$ cat src/hdl/cpu_consts.svh
`ifndef CPU_CONSTS_SVH
`define CPU_CONSTS_SVH

// virtual reset vector, in kseg1
`define CPU_RESET_PC 32'hBFC00000
`define CPU_PC_STEP 32'd4

`define CPU_NUM_REGS 32

// clears the segment bits of kseg0/kseg1
`define CPU_PHYS_MASK 32'h1FFFFFFF

`endif
$ cat src/hdl/isa_pkg.sv
`default_nettype none

package isa_pkg;

    typedef logic [31:0] word_t;
    typedef logic [4:0]  reg_idx_t;
    typedef logic [4:0]  shamt_t;
    typedef logic [15:0] imm16_t;

    // primary opcodes still decoded
    typedef enum logic [5:0] {
        op_special = 6'h00,
        op_addiu   = 6'h09,
        op_slti    = 6'h0a,
        op_sltiu   = 6'h0b,
        op_andi    = 6'h0c,
        op_ori     = 6'h0d,
        op_xori    = 6'h0e,
        op_lui     = 6'h0f
    } opcode_e;

    // function field under op_special
    typedef enum logic [5:0] {
        fn_sll  = 6'h00,
        fn_srl  = 6'h02,
        fn_sra  = 6'h03,
        fn_addu = 6'h21,
        fn_subu = 6'h23,
        fn_and  = 6'h24,
        fn_or   = 6'h25,
        fn_xor  = 6'h26,
        fn_nor  = 6'h27,
        fn_slt  = 6'h2a,
        fn_sltu = 6'h2b
    } funct_e;

    typedef enum logic [3:0] {
        alu_add,
        alu_sub,
        alu_and,
        alu_or,
        alu_xor,
        alu_nor,
        alu_slt,
        alu_sltu,
        alu_sll,
        alu_srl,
        alu_sra,
        alu_lui
    } alu_op_e;

endpackage

`default_nettype wire

$ cat src/hdl/pipe_pkg.sv
`default_nettype none

package pipe_pkg;

    import isa_pkg::*;

    // ID/EX register contents
    typedef struct packed {
        word_t    pc;
        word_t    rs_val;
        word_t    rt_val;
        word_t    imm;
        shamt_t   shamt;
        alu_op_e  alu_op;
        logic     b_is_imm;
        logic     a_is_shamt;
        logic     reg_write;
        reg_idx_t dest;
    } id_ex_t;

    // EX/MEM and MEM/WB contents
    typedef struct packed {
        word_t    pc;
        logic     reg_write;
        reg_idx_t dest;
        word_t    result;
    } wb_t;

    // one producer seen by the forward units
    typedef struct packed {
        logic     valid;
        logic     reg_write;
        reg_idx_t dest;
        word_t    value;
    } fwd_t;

endpackage

`default_nettype wire

$ cat src/hdl/cpu_core.sv
`timescale 1ns/100ps
`default_nettype none

module cpu_core
    import isa_pkg::*, pipe_pkg::*;
(
    input  logic       clk,
    input  logic       reset,
    output logic       inst_req,
    output word_t      inst_addr,
    input  word_t      inst_rdata,
    output word_t      debug_wb_pc,
    output logic [3:0] debug_wb_rf_wen,
    output reg_idx_t   debug_wb_rf_wnum,
    output word_t      debug_wb_rf_wdata
);

    logic     if_valid;
    word_t    if_pc;
    word_t    if_inst;
    reg_idx_t rs_idx;
    reg_idx_t rt_idx;
    word_t    rs_raw;
    word_t    rt_raw;
    fwd_t     fwd_ex;
    fwd_t     fwd_mem;
    fwd_t     fwd_wb;
    logic     ex_valid;
    id_ex_t   ex_bundle;
    logic     wb_valid;
    wb_t      wb_bundle;
    logic     rf_wen;

    fetch_stage fetch_stage_inst (
        .clk        (clk),
        .reset      (reset),
        .inst_req   (inst_req),
        .inst_addr  (inst_addr),
        .inst_rdata (inst_rdata),
        .if_valid   (if_valid),
        .if_pc      (if_pc),
        .if_inst    (if_inst)
    );

    decode_stage decode_stage_inst (
        .clk       (clk),
        .reset     (reset),
        .if_valid  (if_valid),
        .if_pc     (if_pc),
        .if_inst   (if_inst),
        .rs_idx    (rs_idx),
        .rt_idx    (rt_idx),
        .rs_raw    (rs_raw),
        .rt_raw    (rt_raw),
        .fwd_ex    (fwd_ex),
        .fwd_mem   (fwd_mem),
        .fwd_wb    (fwd_wb),
        .ex_valid  (ex_valid),
        .ex_bundle (ex_bundle)
    );

    regfile regfile_inst (
        .clk    (clk),
        .rs_idx (rs_idx),
        .rt_idx (rt_idx),
        .rs_raw (rs_raw),
        .rt_raw (rt_raw),
        .wen    (rf_wen),
        .w_idx  (wb_bundle.dest),
        .w_data (wb_bundle.result)
    );

    execute_stage execute_stage_inst (
        .clk       (clk),
        .reset     (reset),
        .ex_valid  (ex_valid),
        .ex_bundle (ex_bundle),
        .fwd_ex    (fwd_ex),
        .fwd_mem   (fwd_mem),
        .fwd_wb    (fwd_wb),
        .wb_valid  (wb_valid),
        .wb_bundle (wb_bundle)
    );

    // retire
    assign rf_wen = wb_valid & wb_bundle.reg_write;

    assign debug_wb_pc       = wb_bundle.pc;
    assign debug_wb_rf_wen   = {4{rf_wen}};
    assign debug_wb_rf_wnum  = wb_bundle.dest;
    assign debug_wb_rf_wdata = wb_bundle.result;

endmodule

`default_nettype wire

$ cat src/hdl/execute_stage.sv
`timescale 1ns/100ps
`default_nettype none

module execute_stage
    import isa_pkg::*, pipe_pkg::*;
(
    input  logic   clk,
    input  logic   reset,
    input  logic   ex_valid,
    input  id_ex_t ex_bundle,
    output fwd_t   fwd_ex,
    output fwd_t   fwd_mem,
    output fwd_t   fwd_wb,
    output logic   wb_valid,
    output wb_t    wb_bundle
);

    word_t      alu_a;
    word_t      alu_b;
    word_t      alu_result;
    wb_t        ex_res;
    logic [1:0] valid_q;
    wb_t        stage_q [2];

    assign alu_a = ex_bundle.a_is_shamt ? {27'b0, ex_bundle.shamt} : ex_bundle.rs_val;
    assign alu_b = ex_bundle.b_is_imm ? ex_bundle.imm : ex_bundle.rt_val;

    alu alu_inst (
        .op     (ex_bundle.alu_op),
        .a      (alu_a),
        .b      (alu_b),
        .result (alu_result)
    );

    assign ex_res = '{
        pc:        ex_bundle.pc,
        reg_write: ex_bundle.reg_write,
        dest:      ex_bundle.dest,
        result:    alu_result
    };

    // slot 0 is EX/MEM, slot 1 is MEM/WB
    // nothing happens in MEM any more, results just ride through
    always_ff @(posedge clk) begin
        if (reset) begin
            valid_q <= 2'b00;
        end else begin
            valid_q <= {valid_q[0], ex_valid};
        end
    end

    always_ff @(posedge clk) begin
        stage_q[0] <= ex_res;
        stage_q[1] <= stage_q[0];
    end

    assign fwd_ex  = '{valid: ex_valid, reg_write: ex_res.reg_write,
                       dest: ex_res.dest, value: ex_res.result};
    assign fwd_mem = '{valid: valid_q[0], reg_write: stage_q[0].reg_write,
                       dest: stage_q[0].dest, value: stage_q[0].result};
    assign fwd_wb  = '{valid: valid_q[1], reg_write: stage_q[1].reg_write,
                       dest: stage_q[1].dest, value: stage_q[1].result};

    assign wb_valid  = valid_q[1];
    assign wb_bundle = stage_q[1];

endmodule

`default_nettype wire

$ cat src/hdl/decode_stage.sv
`timescale 1ns/100ps
`default_nettype none

module decode_stage
    import isa_pkg::*, pipe_pkg::*;
(
    input  logic     clk,
    input  logic     reset,
    input  logic     if_valid,
    input  word_t    if_pc,
    input  word_t    if_inst,
    output reg_idx_t rs_idx,
    output reg_idx_t rt_idx,
    input  word_t    rs_raw,
    input  word_t    rt_raw,
    input  fwd_t     fwd_ex,
    input  fwd_t     fwd_mem,
    input  fwd_t     fwd_wb,
    output logic     ex_valid,
    output id_ex_t   ex_bundle
);

    opcode_e  opcode;
    funct_e   funct;
    reg_idx_t rd;
    imm16_t   imm16;
    alu_op_e  alu_op;
    logic     kept;
    logic     is_rtype;
    logic     zero_ext;
    word_t    rs_val;
    word_t    rt_val;
    id_ex_t   next;

    assign opcode = opcode_e'(if_inst[31:26]);
    assign rs_idx = if_inst[25:21];
    assign rt_idx = if_inst[20:16];
    assign rd     = if_inst[15:11];
    assign imm16  = if_inst[15:0];
    assign funct  = funct_e'(if_inst[5:0]);

    always_comb begin
        alu_op = alu_add;
        kept = 1'b1;
        case (opcode)
            op_special: begin
                case (funct)
                    fn_addu: alu_op = alu_add;
                    fn_subu: alu_op = alu_sub;
                    fn_and:  alu_op = alu_and;
                    fn_or:   alu_op = alu_or;
                    fn_xor:  alu_op = alu_xor;
                    fn_nor:  alu_op = alu_nor;
                    fn_slt:  alu_op = alu_slt;
                    fn_sltu: alu_op = alu_sltu;
                    fn_sll:  alu_op = alu_sll;
                    fn_srl:  alu_op = alu_srl;
                    fn_sra:  alu_op = alu_sra;
                    default: kept = 1'b0;
                endcase
            end
            op_addiu: alu_op = alu_add;
            op_slti:  alu_op = alu_slt;
            op_sltiu: alu_op = alu_sltu;
            op_andi:  alu_op = alu_and;
            op_ori:   alu_op = alu_or;
            op_xori:  alu_op = alu_xor;
            // lui shifts the raw immediate in the alu
            op_lui:   alu_op = alu_lui;
            default:  kept = 1'b0;
        endcase
    end

    assign is_rtype = (opcode == op_special);
    // logical immediates are zero extended, sltiu stays signed
    assign zero_ext = opcode inside {op_andi, op_ori, op_xori};

    forward_unit rs_fwd (
        .src     (rs_idx),
        .raw     (rs_raw),
        .fwd_ex  (fwd_ex),
        .fwd_mem (fwd_mem),
        .fwd_wb  (fwd_wb),
        .value   (rs_val)
    );

    forward_unit rt_fwd (
        .src     (rt_idx),
        .raw     (rt_raw),
        .fwd_ex  (fwd_ex),
        .fwd_mem (fwd_mem),
        .fwd_wb  (fwd_wb),
        .value   (rt_val)
    );

    always_comb begin
        next.pc = if_pc;
        next.rs_val = rs_val;
        next.rt_val = rt_val;
        next.imm = zero_ext ? {16'b0, imm16} : {{16{imm16[15]}}, imm16};
        next.shamt = if_inst[10:6];
        next.alu_op = alu_op;
        next.b_is_imm = ~is_rtype;
        // only sll/srl/sra are kept, all take shamt
        next.a_is_shamt = alu_op inside {alu_sll, alu_srl, alu_sra};
        next.reg_write = kept;
        next.dest = is_rtype ? rd : rt_idx;
    end

    always_ff @(posedge clk) begin
        if (reset) begin
            ex_valid <= 1'b0;
        end else begin
            ex_valid <= if_valid;
        end
    end

    always_ff @(posedge clk) begin
        ex_bundle <= next;
    end

endmodule

`default_nettype wire

$ cat src/hdl/fetch_stage.sv
`timescale 1ns/100ps
`default_nettype none
`include "cpu_consts.svh"

module fetch_stage
    import isa_pkg::*;
(
    input  logic  clk,
    input  logic  reset,
    output logic  inst_req,
    output word_t inst_addr,
    input  word_t inst_rdata,
    output logic  if_valid,
    output word_t if_pc,
    output word_t if_inst
);

    logic  req_q;
    word_t pc;
    logic  pend_valid;
    word_t pend_pc;

    always_ff @(posedge clk) begin
        if (reset) begin
            req_q <= 1'b0;
            pc <= `CPU_RESET_PC;
            pend_valid <= 1'b0;
            if_valid <= 1'b0;
        end else begin
            req_q <= 1'b1;
            if (req_q) begin
                pc <= pc + `CPU_PC_STEP;
            end
            pend_valid <= req_q;
            if_valid <= pend_valid;
        end
    end

    // pc of the word coming back next cycle
    always_ff @(posedge clk) begin
        pend_pc <= pc;
        if_pc <= pend_pc;
        if_inst <= inst_rdata;
    end

    assign inst_req = req_q;

    // kseg0 and kseg1 both map onto the low 512 MB
    assign inst_addr = (pc[31:30] == 2'b10) ? (pc & `CPU_PHYS_MASK) : pc;

endmodule

`default_nettype wire

$ cat src/hdl/regfile.sv
`timescale 1ns/100ps
`default_nettype none
`include "cpu_consts.svh"

module regfile
    import isa_pkg::*;
(
    input  logic     clk,
    input  reg_idx_t rs_idx,
    input  reg_idx_t rt_idx,
    output word_t    rs_raw,
    output word_t    rt_raw,
    input  logic     wen,
    input  reg_idx_t w_idx,
    input  word_t    w_data
);

    word_t regs [`CPU_NUM_REGS];

    always_ff @(posedge clk) begin
        if (wen && (w_idx != '0)) begin
            regs[w_idx] <= w_data;
        end
    end

    // entry 0 is never written, so force the read
    assign rs_raw = (rs_idx == '0) ? '0 : regs[rs_idx];
    assign rt_raw = (rt_idx == '0) ? '0 : regs[rt_idx];

endmodule

`default_nettype wire

$ cat src/hdl/alu.sv
`timescale 1ns/100ps
`default_nettype none

module alu
    import isa_pkg::*;
(
    input  alu_op_e op,
    input  word_t   a,
    input  word_t   b,
    output word_t   result
);

    logic [4:0] sa;

    // shift amount comes in on a
    assign sa = a[4:0];

    always_comb begin
        case (op)
            alu_add:  result = a + b;
            alu_sub:  result = a - b;
            alu_and:  result = a & b;
            alu_or:   result = a | b;
            alu_xor:  result = a ^ b;
            alu_nor:  result = ~(a | b);
            alu_slt:  result = {31'b0, $signed(a) < $signed(b)};
            alu_sltu: result = {31'b0, a < b};
            alu_sll:  result = b << sa;
            alu_srl:  result = b >> sa;
            alu_sra:  result = word_t'($signed(b) >>> sa);
            alu_lui:  result = {b[15:0], 16'b0};
            default:  result = '0;
        endcase
    end

endmodule

`default_nettype wire

$ cat src/hdl/forward_unit.sv
`timescale 1ns/100ps
`default_nettype none

module forward_unit
    import isa_pkg::*, pipe_pkg::*;
(
    input  reg_idx_t src,
    input  word_t    raw,
    input  fwd_t     fwd_ex,
    input  fwd_t     fwd_mem,
    input  fwd_t     fwd_wb,
    output word_t    value
);

    logic hit_ex;
    logic hit_mem;
    logic hit_wb;

    // $0 is never forwarded
    assign hit_ex  = fwd_ex.valid && fwd_ex.reg_write && (fwd_ex.dest == src) && (src != '0);
    assign hit_mem = fwd_mem.valid && fwd_mem.reg_write && (fwd_mem.dest == src) && (src != '0);
    assign hit_wb  = fwd_wb.valid && fwd_wb.reg_write && (fwd_wb.dest == src) && (src != '0);

    // newest producer wins
    always_comb begin
        if (hit_ex) begin
            value = fwd_ex.value;
        end else if (hit_mem) begin
            value = fwd_mem.value;
        end else if (hit_wb) begin
            value = fwd_wb.value;
        end else begin
            value = raw;
        end
    end

endmodule

`default_nettype wire

$ cat config.mk
export PLATFORM = sky130hd
export DESIGN_NAME = cpu_core
export DESIGN_NICKNAME = d
export VERILOG_FILES = /design/src/hdl/isa_pkg.sv /design/src/hdl/pipe_pkg.sv /design/src/hdl/cpu_core.sv /design/src/hdl/execute_stage.sv /design/src/hdl/decode_stage.sv /design/src/hdl/fetch_stage.sv /design/src/hdl/regfile.sv /design/src/hdl/alu.sv /design/src/hdl/forward_unit.sv
export VERILOG_INCLUDE_DIRS = /design/src /design/src/hdl
export SDC_FILE = /design/constraint.sdc
export NUM_CORES = 2
export LEC_CHECK = 0
export ABC_CLOCK_PERIOD_IN_PS = 8300
export BUFFER_PORTS_ARGS = -buffer_cell sky130_fd_sc_hd__buf_2
export CAP_MARGIN = 40
export CORE_ASPECT_RATIO = 0.75
export CORE_MARGIN = 2
export CORE_UTILIZATION = 55
export DETAILED_ROUTE_END_ITERATION = 6
export GPL_ROUTABILITY_DRIVEN = 0
export PLACE_DENSITY = 0.71
export SLEW_MARGIN = 20
export SYNTH_ARGS = -nofsm -noshare
export SYNTH_HDL_FRONTEND = slang
export SYNTH_SLANG_ARGS = --single-unit
export TNS_END_PERCENT = 30
$ cat constraint.sdc
create_clock -name clk -period 8.3 [get_ports clk]
set_clock_uncertainty 0.2 [all_clocks]
set_input_delay 1.66 -clock clk [delete_from_list [all_inputs] [get_ports clk]]
set_output_delay 1.66 -clock clk [all_outputs]
set_load 0.03 [all_outputs]
==> impl_metrics.py <==
metrics = {
    "status": {
        "status": "finished with violations",
        "violations": "DRC",
    },
    "timing": {
        "fmax_mhz": 177,
        "drv_slew": 0,
        "slew-limit-headroom_pct": 29.2,
        "hold_ws_ns": 0.0794,
        "post-route-period-util_pct": 68.0,
        "tightest_slew_ns": 1.06,
        "grt_setup_unrepaired": "false",
        "setup_viol": 0,
        "fin_setup_tns_ns": 0,
        "finalCriticalPeriod_ns": 5.65,
        "hold_violations": 0,
    },
    "detailed_routing": {
        "ant_nets": 0,
        "drt-total-wl_um": 214000,
        "drc": 231,
        "vias": 46100,
        "drtIter0Drc": 8735,
        "avgRoutedWirePerCell_um": 33.3,
        "vias_per_cell": 7.16,
        "drt_first_pass_iters": 7,
    },
    "worst_hold_path": {
        "hold_depth": 0,
        "hold_path_class": "reg -> reg",
        "hold_end": "execute_stage_inst.stage_q[0][137]",
        "hold_start": "execute_stage_inst.stage_q[0][67]",
    },
    "cts": {
        "clk_latency_ns": 0.81,
        "clk_pin_slew_ns": 0.08,
        "cts_buffers": 134,
        "cts_tree": "built",
        "ctsHoldBuffers": 0,
        "post_cts_buffers": 0,
        "clk_path_buf_depth": 3,
        "cts_num_sinks": 1411,
        "cts-root-buf": "clkbuf_16",
        "htreeDepth": 4,
        "cts-resized-gates": 0,
    },
    "logic_synthesis": {
        "synth.top_cells.by_area": "edfxtp_1 44%, mux4_2 21%, dfxtp_1 11%",
        "syn_area_per_cell_um2": 14.9,
        "yosys.cell_types.count": 107,
        "synthMostInstantiatedCell": "edfxtp_1",
        "async_flop_share_pct": 0,
        "yosysWarningCount": 0,
        "post_synth_instance_area_um2": 69400,
        "ys.flop_type": "edfxtp_1",
        "synthTopCellsByCount": "1024 x edfxtp_1, 647 x mux4_2, 387 x dfxtp_1",
        "synth-edff-count": 1024,
        "synth_top_area_share_pct": 44.3,
        "yosysSeqAreaShare_pct": 55.5,
        "synth_area_leader_cell": "edfxtp_1",
        "postSynthCellCount": 4646,
        "ys_seq_elements": 1411,
    },
    "worst_setup_path": {
        "cp.arrival_ns": 6.07,
        "rrSetupSlack_ns": 2.65,
        "path_class": "reg -> reg",
        "regToRegStartpoint": "decode_stage_inst.ex_bundle[6]",
        "critPathCaptureType": "flop",
        "reg2reg_to": "decode_stage_inst.ex_bundle[71]",
        "path_max_fanout": 36,
        "critPathLaunchType": "flop",
        "r2r_cells": 15,
        "cp.required_ns": 8.72,
    },
    "die": {
        "io_pins": 140,
        "dieHeight_um": 312,
        "core_area_um2": 125000,
        "die_x_um": 414,
        "initial_core_util_pct": 55.6,
        "die_area_um2": 129000,
        "rows": 112,
    },
    "grt": {
        "grt_use_total_pct": 32.9,
        "grt_pass1_vias": 44100,
        "grt_antenna_before_repair": 4,
        "grt-ovfl-total": 0,
        "grt_max_degree": 145,
        "grt_pass1_wl_um": 309000,
    },
    "power_and_ir_drop": {
        "cellLeakagePower_nw": 26.1,
        "p_per_area_nw_per_um2": 234,
        "vdd_ir_drop_max_v": 0.000243,
    },
    "final_layout": {
        "drive_gt1_share_pct": 28.4,
        "area_delta_synth_final_pct": 10.1,
        "final_core_util_pct": 61.2,
        "nNetsFinal": 4813,
    },
    "placed_design": {
        "hpwl_um": 134000,
        "io_buffers": 135,
    },
    "job": {
        "cap_violations": 0,
    },
}
## flip-flops by register name, indices dropped and copies added, names as in the netlist
name / count
fetch_stage_inst.if_inst: 32
fetch_stage_inst.inst_req: 1
fetch_stage_inst.if_valid: 1
decode_stage_inst.ex_bundle: 123
fetch_stage_inst.if_pc: 30
execute_stage_inst.valid_q: 2
regfile_inst.regs: 1024
fetch_stage_inst.pend_pc: 30
fetch_stage_inst.pend_valid: 1
fetch_stage_inst.pc: 30
decode_stage_inst.ex_valid: 1
execute_stage_inst.stage_q: 136
## stage by stage
step	setup WS [ns]	area [um^2]	cells	total power, mW
2_1_floorplan	3.78	69500	4681	10.7
3_3_place_gp	3.00	71400	6158	11.7
3_5_place_dp	3.00	71700	6175	11.8
4_1_cts	2.97	76100	6417	17.9
5_1_grt	2.61	76400	6432	18.4
6_report	2.65	76400	6434	17.9
## area by class of cell
class | count | area, um^2
diodes | 2 | 5.00
clock buffers | 167 | 3580
clock inverters | 75 | 817
fillers | 8888 | 48400
inverters | 125 | 474
multi-input cells | 2707 | 28600
flip-flops and latches | 1411 | 38500
well taps | 1653 | 2070
repair buffers | 294 | 2300
## power by group
part,switching (mW),internal [mW],total (mW)
registers,0.217,8.27,8.49
logic,2.23,1.06,3.29
clock network,2.77,3.37,6.14
total,5.21,12.7,17.9
## worst max path at each step
stage | to | start
after floorplan | decode_stage_inst.ex_bundle[67] | decode_stage_inst.ex_bundle[6]
after CTS | decode_stage_inst.ex_bundle[71] | decode_stage_inst.ex_bundle[6]
after detailed placement | decode_stage_inst.ex_bundle[71] | decode_stage_inst.ex_bundle[6]
after global routing | decode_stage_inst.ex_bundle[71] | decode_stage_inst.ex_bundle[6]
final | decode_stage_inst.ex_bundle[71] | decode_stage_inst.ex_bundle[6]
after global placement | decode_stage_inst.ex_bundle[109] | decode_stage_inst.ex_bundle[7]
## kinds of logic (layout without fill, tap and decap cells)
group	Yosys count	in the layout	share of synthesized area (%)
adders and majority gates	106	106	1.93
xor gates and xnor gates	64	64	0.808
AOI/OAI and AO/OA	760	760	7.57
buffers and inverters	563	661	3.95
and+or+nand+nor	887	887	5.83
muxes	854	854	24.4
DFF	1411	1411	55.5
other	1	38	0.00540
## worst max-delay path: stages, from the launching register on
cell	delay, ns
dfxtp_2	0.31
buf_4	0.46
mux2i_4	0.64
ha_1	0.50
inv_1	0.15
fa_1	0.48
nor2b_1	0.18
o311a_1	0.35
o21ai_1	0.40
a31oi_1	0.21
o21ai_0	0.40
o21ai_0	0.20
a21oi_1	0.19
o21ai_0	0.11
a221oi_1	0.51
a21oi_1	0.18
## layer usage
| layer | track usage (%) | vias to the layer above | wire [um] |
|---|---|---|---|
| li1 | - | 18500 | - |
| met1 | 46.6 | 23000 | 79500 |
| met2 | 46.1 | 3906 | 90900 |
| met3 | 12.4 | 690 | 33100 |
| met4 | 13.5 | 10 | 10400 |
| met5 | 0 | - | 104 |
## layout by cell type (no fill, tap or decap), types with 123 or more instances in the layout
cell	synthesis	final
buf_2	94	139
clkbuf_16	0	135
dfxtp_1	387	375
mux4_2	647	647
a21oi_1	167	167
nand2_1	220	220
o21ai_0	159	159
edfxtp_1	1024	1024
buf_4	108	123
nor2_1	362	329
Power figures use the tool's default switching activity.
